--- config.mk ---
export PLATFORM = sky130hd
export DESIGN_NAME = instrCache
export DESIGN_NICKNAME = d
export VERILOG_FILES = /design/src/source/icachePkg.sv /design/src/source/instrCache.sv /design/src/source/icacheController.sv /design/src/source/icacheDatapath.sv /design/src/source/lruTable.sv /design/src/source/cacheWay.sv
export SDC_FILE = /design/constraint.sdc
export NUM_CORES = 2
export LEC_CHECK = 0
export ABC_CLOCK_PERIOD_IN_PS = 10900
export BUFFER_PORTS_ARGS = -buffer_cell sky130_fd_sc_hd__buf_2
export CAP_MARGIN = 40
export CORE_MARGIN = 2
export CORE_UTILIZATION = 42
export DETAILED_ROUTE_END_ITERATION = 7
export PLACE_DENSITY = 0.66
export SLEW_MARGIN = 5
export SYNTH_ARGS = -nofsm -noshare
export SYNTH_HDL_FRONTEND = slang
export SYNTH_MEMORY_MAX_BITS = 65536
export SYNTH_SLANG_ARGS = --single-unit
--- constraint.sdc ---
create_clock -name clk -period 10.9 [get_ports clk]
set_input_delay 1.635 -clock clk [delete_from_list [all_inputs] [get_ports clk]]
set_output_delay 1.635 -clock clk [all_outputs]
set_load 0.01 [all_outputs]
--- src/source/icachePkg.sv ---
// Instruction cache widths, address field types, datapath structs and FSM states
package icachePkg;

  // Line geometry
  localparam int wordBytes = 4;
  localparam int wordsPerLine = 4;
  localparam int numSets = 16;

  // Byte offset bits inside one word, used to form word addresses
  localparam int byteOffBits = $clog2(wordBytes);

  // Byte address on the fetch port, word address on the memory port
  typedef logic [31:0] addrT;

  typedef logic [31:0] instrT;

  // Address fields: tag 31..8, index 7..4, word offset 3..2
  typedef logic [23:0] tagT;
  typedef logic [3:0] indexT;
  typedef logic [1:0] wordOffT;

  // Lookup result of one way for the addressed set
  typedef struct packed {
    logic hit;
    logic valid;
  } wayStatusT;

  // One refill word on its way from the memory port into the arrays
  typedef struct packed {
    logic writeEn;
    wordOffT wordOff;
    instrT data;
  } fillWriteT;

  // Controller states
  typedef enum logic [1:0] {
    idle,
    memRead,
    nextInstr,
    respond
  } ctrlStateT;

endpackage
--- src/source/instrCache.sv ---
// Two-way instruction cache top with controller and datapath
module instrCache (
  input  logic clk,
  input  logic reset,
  // CPU fetch port
  input  logic fetchReq,
  input  icachePkg::addrT fetchAddr,
  output logic fetchAck,
  output icachePkg::instrT fetchInstr,
  // Memory refill port
  output logic memReq,
  output icachePkg::addrT memAddr,
  input  logic memAck,
  input  icachePkg::instrT memData
);

  icachePkg::wayStatusT way0Status;
  icachePkg::wayStatusT way1Status;
  icachePkg::fillWriteT fill;
  logic fillLine;
  logic touch;

  icacheController ctrl_i (
    .clk       (clk),
    .reset     (reset),
    .fetchReq  (fetchReq),
    .fetchAddr (fetchAddr),
    .way0Status(way0Status),
    .way1Status(way1Status),
    .fetchAck  (fetchAck),
    .memReq    (memReq),
    .memAddr   (memAddr),
    .memAck    (memAck),
    .memData   (memData),
    .fill      (fill),
    .fillLine  (fillLine),
    .touch     (touch)
  );

  icacheDatapath dpath_i (
    .clk       (clk),
    .reset     (reset),
    .fetchAddr (fetchAddr),
    .fill      (fill),
    .fillLine  (fillLine),
    .touch     (touch),
    .way0Status(way0Status),
    .way1Status(way1Status),
    .fetchInstr(fetchInstr)
  );

endmodule

--- src/source/icacheController.sv ---
// Cache controller FSM with fill word counter, fetch and memory handshakes
module icacheController (
  input  logic clk,
  input  logic reset,
  input  logic fetchReq,
  input  icachePkg::addrT fetchAddr,
  input  icachePkg::wayStatusT way0Status,
  input  icachePkg::wayStatusT way1Status,
  output logic fetchAck,
  output logic memReq,
  output icachePkg::addrT memAddr,
  input  logic memAck,
  input  icachePkg::instrT memData,
  output icachePkg::fillWriteT fill,
  output logic fillLine,
  output logic touch
);

  icachePkg::ctrlStateT state;
  icachePkg::ctrlStateT nextState;

  icachePkg::wordOffT fillCount;
  icachePkg::addrT wordAddr;

  logic hit;
  logic wordDone;
  logic lastWord;

  assign hit = way0Status.hit || way1Status.hit;

  // A memory word completes while both req and ack are high
  assign wordDone = (state == icachePkg::memRead) && memReq && memAck;
  assign lastWord = wordDone && (fillCount == 2'd3);

  always_ff @(posedge clk, posedge reset) begin
    if (reset) begin
      state <= icachePkg::idle;
    end else begin
      state <= nextState;
    end
  end

  always_comb begin
    nextState = state;
    case (state)
      icachePkg::idle: begin
        if (fetchReq) begin
          nextState = hit ? icachePkg::respond : icachePkg::memRead;
        end
      end
      icachePkg::memRead: begin
        if (lastWord) begin
          nextState = icachePkg::nextInstr;
        end
      end
      icachePkg::nextInstr: begin
        nextState = icachePkg::respond;
      end
      icachePkg::respond: begin
        // Stay here while the CPU holds its request
        if (!fetchReq) begin
          nextState = icachePkg::idle;
        end
      end
      default: begin
        nextState = icachePkg::idle;
      end
    endcase
  end

  // Word counter for the sequential line refill
  always_ff @(posedge clk, posedge reset) begin
    if (reset) begin
      fillCount <= '0;
    end else if (state == icachePkg::idle || state == icachePkg::nextInstr) begin
      fillCount <= '0;
    end else if (wordDone) begin
      fillCount <= fillCount + 2'd1;
    end
  end

  // Memory request drops on ack and waits for ack low before the next word
  always_ff @(posedge clk, posedge reset) begin
    if (reset) begin
      memReq <= 1'b0;
    end else if (wordDone) begin
      memReq <= 1'b0;
    end else if (state == icachePkg::memRead && !memReq && !memAck) begin
      memReq <= 1'b1;
    end
  end

  // Fetch ack rises on leaving nextInstr or one cycle into a hit
  always_ff @(posedge clk, posedge reset) begin
    if (reset) begin
      fetchAck <= 1'b0;
    end else begin
      fetchAck <= (state == icachePkg::nextInstr) ||
                  (state == icachePkg::respond && fetchReq);
    end
  end

  // Word address of the current refill word
  assign wordAddr = fetchAddr >> icachePkg::byteOffBits;
  assign memAddr = {wordAddr[31:2], fillCount};

  always_comb begin
    fill.writeEn = wordDone;
    fill.wordOff = fillCount;
    fill.data = memData;
  end

  // Victim is chosen and the new tag installed as the miss is taken
  assign fillLine = (state == icachePkg::idle) && fetchReq && !hit;

  // LRU update on every entry into respond
  assign touch = ((state == icachePkg::idle) && fetchReq && hit) ||
                 (state == icachePkg::nextInstr);

  assert property (@(posedge clk) disable iff (reset)
    fetchAck |-> $past(fetchReq))
    else $error("icacheController: fetchAck high without fetchReq");

endmodule

--- src/source/icacheDatapath.sv ---
// Cache datapath with two ways, LRU table, victim choice and instruction select
module icacheDatapath (
  input  logic clk,
  input  logic reset,
  input  icachePkg::addrT fetchAddr,
  input  icachePkg::fillWriteT fill,
  input  logic fillLine,
  input  logic touch,
  output icachePkg::wayStatusT way0Status,
  output icachePkg::wayStatusT way1Status,
  output icachePkg::instrT fetchInstr
);

  // Address fields
  icachePkg::tagT addrTag;
  icachePkg::indexT addrIndex;
  icachePkg::wordOffT addrWord;

  icachePkg::instrT way0Instr;
  icachePkg::instrT way1Instr;

  logic lruWay;
  logic victimNow;
  logic victimReg;
  logic fillWay;

  assign addrTag = fetchAddr[31:8];
  assign addrIndex = fetchAddr[7:4];
  assign addrWord = fetchAddr[3:2];

  // Victim rule: hit way, then the single invalid way, then LRU
  always_comb begin
    if (way0Status.hit || way1Status.hit) begin
      victimNow = way1Status.hit;
    end else if (way0Status.valid != way1Status.valid) begin
      // way 0 valid means way 1 is the empty one
      victimNow = way0Status.valid;
    end else begin
      victimNow = lruWay;
    end
  end

  // Hold the choice for the rest of the line, since the new tag
  // changes the lookup as soon as it is installed
  always_ff @(posedge clk, posedge reset) begin
    if (reset) begin
      victimReg <= 1'b0;
    end else if (fillLine) begin
      victimReg <= victimNow;
    end
  end

  assign fillWay = fillLine ? victimNow : victimReg;

  cacheWay way0_i (
    .clk        (clk),
    .reset      (reset),
    .lookupIndex(addrIndex),
    .lookupTag  (addrTag),
    .lookupWord (addrWord),
    .fill       (fill),
    .fillLine   (fillLine),
    .selected   (~fillWay),
    .status     (way0Status),
    .readInstr  (way0Instr)
  );

  cacheWay way1_i (
    .clk        (clk),
    .reset      (reset),
    .lookupIndex(addrIndex),
    .lookupTag  (addrTag),
    .lookupWord (addrWord),
    .fill       (fill),
    .fillLine   (fillLine),
    .selected   (fillWay),
    .status     (way1Status),
    .readInstr  (way1Instr)
  );

  // The answering way becomes most recently used
  lruTable lru_i (
    .clk    (clk),
    .reset  (reset),
    .index  (addrIndex),
    .touch  (touch),
    .usedWay(way1Status.hit),
    .lru    (lruWay)
  );

  assign fetchInstr = way1Status.hit ? way1Instr : way0Instr;

  // A tag lives in at most one way of a set
  assert property (@(posedge clk) disable iff (reset)
    !(way0Status.hit && way1Status.hit))
    else $error("icacheDatapath: both ways hit the same address");

endmodule

--- src/source/lruTable.sv ---
// LRU bit per set for the two-way cache, pointing at the way to replace
module lruTable (
  input  logic clk,
  input  logic reset,
  input  icachePkg::indexT index,
  input  logic touch,
  input  logic usedWay,
  output logic lru
);

  // One bit per set; zero means way 0 is next to go
  logic [icachePkg::numSets-1:0] lruBits;

  // Each answered fetch marks its way as most recently used
  always_ff @(posedge clk, posedge reset) begin
    if (reset) begin
      lruBits <= '0;
    end else if (touch) begin
      lruBits[index] <= ~usedWay;
    end
  end

  // Current replacement candidate for the addressed set
  assign lru = lruBits[index];

endmodule

--- src/source/cacheWay.sv ---
// One cache way with tag, valid and word arrays, tag compare and refill write
module cacheWay (
  input  logic clk,
  input  logic reset,
  input  icachePkg::indexT lookupIndex,
  input  icachePkg::tagT lookupTag,
  input  icachePkg::wordOffT lookupWord,
  input  icachePkg::fillWriteT fill,
  input  logic fillLine,
  input  logic selected,
  output icachePkg::wayStatusT status,
  output icachePkg::instrT readInstr
);

  // Storage per set
  icachePkg::tagT tags [icachePkg::numSets];
  icachePkg::instrT words [icachePkg::numSets][icachePkg::wordsPerLine];
  logic [icachePkg::numSets-1:0] validBits;

  logic tagWrite;
  logic wordWrite;
  logic setValid;
  logic tagMatch;

  // Only the victim way takes the new line
  assign tagWrite = fillLine && selected;
  assign wordWrite = fill.writeEn && selected;

  // Valid bits are control state and start cleared
  always_ff @(posedge clk, posedge reset) begin
    if (reset) begin
      validBits <= '0;
    end else if (tagWrite) begin
      validBits[lookupIndex] <= 1'b1;
    end
  end

  // Tag is installed at the start of the refill
  always_ff @(posedge clk) begin
    if (tagWrite) begin
      tags[lookupIndex] <= lookupTag;
    end
  end

  // Refill words arrive one at a time, in order from word 0
  always_ff @(posedge clk) begin
    if (wordWrite) begin
      words[lookupIndex][fill.wordOff] <= fill.data;
    end
  end

  // Lookup of the addressed set
  assign setValid = validBits[lookupIndex];
  assign tagMatch = (tags[lookupIndex] == lookupTag);

  always_comb begin
    status.valid = setValid;
    status.hit = setValid && tagMatch;
  end

  assign readInstr = words[lookupIndex][lookupWord];

  // A refill word only lands in a line whose tag this way took on fillLine
  assert property (@(posedge clk) disable iff (reset)
    wordWrite |-> (setValid && tagMatch))
    else $error("cacheWay: fill word written to a line not installed in this way");

endmodule

==> results.txt <==
status - finished clean
IO Pins - 134
number of CTS-inserted buffers - 469
Clk pin slew, worst setup/hold paths - 0.06 ns
asr flop ratio synth - 0.0112
Pwr Total - 39.8 mW
yosys warns - 0
# hold bufs at CTS - 0
crit path from - fetchAddr[4]
RSZ-0062 raised after global routing - false
placed cell area - 201000 um^2
first-pass GRT wire length - 666000 um
clk_skew - 0.149 ns
maximum VDD drop - 0.152 mV
GRT Util Overall - 0.203
Final Hold Vio Count - 0
CTS max path bufs - 4
endpoints failing setup - 0
TritonCTS clock tree - yes
Top FF cell, synth - edfxtp_1
clk sinks - 4919
critical hold path startpoint - dpath_i.way0_i.validBits[13]
EDFF count, synth - 4864
most frequent cells in the layout - edfxtp_1, mux4_2, clkbuf_16
arrival time worst endpoint - 6.85 ns
die area - 459000 um^2
post-layout min period - 8.48 ns
register bit total from synthesis - 4919
post-CTS sizing - 0
Crit. End Element - output pin
Worst Path Required - 9.27 ns
commonest non-fill, non-tap cell in the layout - edfxtp_1
total negative slack - 0 ns
vias after detailed routing - 88000
initial antenna violation count - 27
top achievable clock speed - 118 MHz
R2R depth - 11
buffer count from post-CTS setup fixing - 0
global route total overflow - 0
Post-DRT Antenna Nets - 0
reg2reg setup slack - 5.98 ns
Final Non-Filler Cells - 14800
Die Wd - 677 um
worst skew pair latency - 1.06 ns
Crit Reg-Reg Startpoint - dpath_i.way0_i.tags[9][17]
row count - 247
vias per inst - 5.96
CP startpoint kind - primary input
area grow syn2layout - 13.4%
Final Cell Area - 216000 um^2
leak pwr - 67.2 nW
DRT Wirelength - 475000 um
crit-path max FO - 104
placed cells - 13900
Initial Util - 0.421
Hold EP - dpath_i.way0_i.validBits[13]
CTS Root Cell - clkbuf_16
Period Utilization, post-route - 0.778
max-slew violation count - 0
vias in the first global route - 89600
synthesized area per cell - 24.2 um^2
layout net count - 8444
# H-tree levels - 5
Pwr Density - 184 nW/um^2
IO Port Bufs - 129
layout cells sized above 1 - 0.327
measured slew at the worst slew-check pin - 1.07 ns
DIE HEIGHT - 677 um
GP Congestion - 0.834
Seq/Total Area, Yosys - 0.774
Core Area - 452000 um^2
largest net degree at the start of global routing - 125
post-synthesis cell count - 7873
DRT iter0 DRCs - 11800
DRC Markers - 0
WHS Path Cells - 1
R2R Path End - dpath_i.way0_i.words[10][114]
wire per inst - 32.1 um
Setup CP Type - in2out
Initial DRT Pass Iterations - 7
Worst slew margin - 0.289
post-synth cell types - 77
Worst Hold Class - reg2reg
post-DP HPWL - 254000 um
max_cap viols - 0
mapped cell area - 191000 um^2
==> cells by family after synthesis <==
| group | share of synthesized area |
|---|---|
| mux | 0.191 |
| simple gates | 0.00853 |
| compound gates | 0.0108 |
| flops | 0.774 |
| xor+xnor | 0.00216 |
| other cells | 0.0000197 |
| fa+ha+maj | 0.000525 |
| buf+inv | 0.0135 |
==> Yosys cell counts (6+ instances only) <==
cell type,instances,share of area
or2_2,6,0.00020
nand4_1,8,0.00026
nand2_1,102,0.0020
buf_2,138,0.0036
mux4_2,1485,0.18
o2111ai_1,6,0.00028
ha_1,8,0.00053
o21ai_0,14,0.00037
nor4_1,8,0.00026
buf_4,63,0.0025
a21o_1,13,0.00051
dfrtp_1,55,0.0072
xor2_1,16,0.00074
buf_1,22,0.00043
clkbuf_1,224,0.0044
and3_1,22,0.00072
nor2_1,32,0.00063
a21oi_1,56,0.0015
nand2b_1,11,0.00036
o211ai_1,7,0.00028
a31o_2,19,0.00087
mux2i_1,236,0.012
nand3_1,9,0.00024
a21oi_2,60,0.0028
a221oi_1,7,0.00032
nor3_1,108,0.0028
a22oi_1,14,0.00055
nor2b_1,6,0.00020
inv_1,52,0.0010
buf_6,24,0.0014
xnor2_1,31,0.0014
o22ai_1,26,0.00085
edfxtp_1,4864,0.77
a2bb2oi_1,7,0.00032
mux2_2,44,0.0026
==> final cells by class <==
class                           instances  area, um^2
Sequential cell                      4919      147000
Inverter                               56         218
Antenna cell                           37        92.6
Clock inverter                        285        2920
Tap cell                             5976        7480
Fill cell                           35600      236000
Timing Repair Buffer                  494        4210
Multi-Input combinational cell       2428       41500
Clock buffer                          577       12200
==> sequential cells by signal, indices dropped and copies added (netlist names), 2 cells and up <==
signal,flops
ctrl_i.fillCount,2
dpath_i.lru_i.lruBits,16
dpath_i.way1_i.words,2048
dpath_i.way1_i.tags,384
dpath_i.way0_i.validBits,16
dpath_i.way1_i.validBits,16
dpath_i.way0_i.words,2048
ctrl_i.state,2
dpath_i.way0_i.tags,384
==> power by group <==
group | switching, mW | internal [mW]
logic | 1.74 | 0.969
registers | 0.0738 | 21.0
clock network | 6.95 | 9.08
==> layer usage <==
metal,vias up,global-route usage,wire length [um],part of all wire
li1,35000,-,-,-
met3,771,0.0388,45000,0.095
met5,-,0,17,0.000036
met2,4398,0.336,234000,0.49
met1,47800,0.273,179000,0.38
met4,2,0.0655,17200,0.036
==> stage by stage <==
stage	util	setup WS [ns]	hold slack (ns)
2_1_floorplan	-	3.85	0.423
3_3_place_gp	0.442	2.44	0.433
3_5_place_dp	0.444	2.40	0.443
4_1_cts	0.477	2.39	0.458
5_1_grt	0.478	2.13	0.470
6_report	0.478	2.42	0.458
==> critical path, cell delays in order <==
cell and delay, ns:
buf_12 0.42, buf_12 0.43, buf_12 0.50, buf_12 0.54, mux4_2 0.59, mux4_2 0.59, mux2i_1 0.76, mux4_2 0.43
inv_1 0.15, buf_2 0.19
==> worst max-delay path by stage <==
stage,to
after floorplan,dpath_i.way1_i.words[10][64]
after global placement,fetchInstr[26]
after detailed placement,fetchInstr[14]
after CTS,fetchInstr[14]
after global routing,fetchInstr[14]
final,fetchInstr[6]
(Power assumes the default switching activity.)
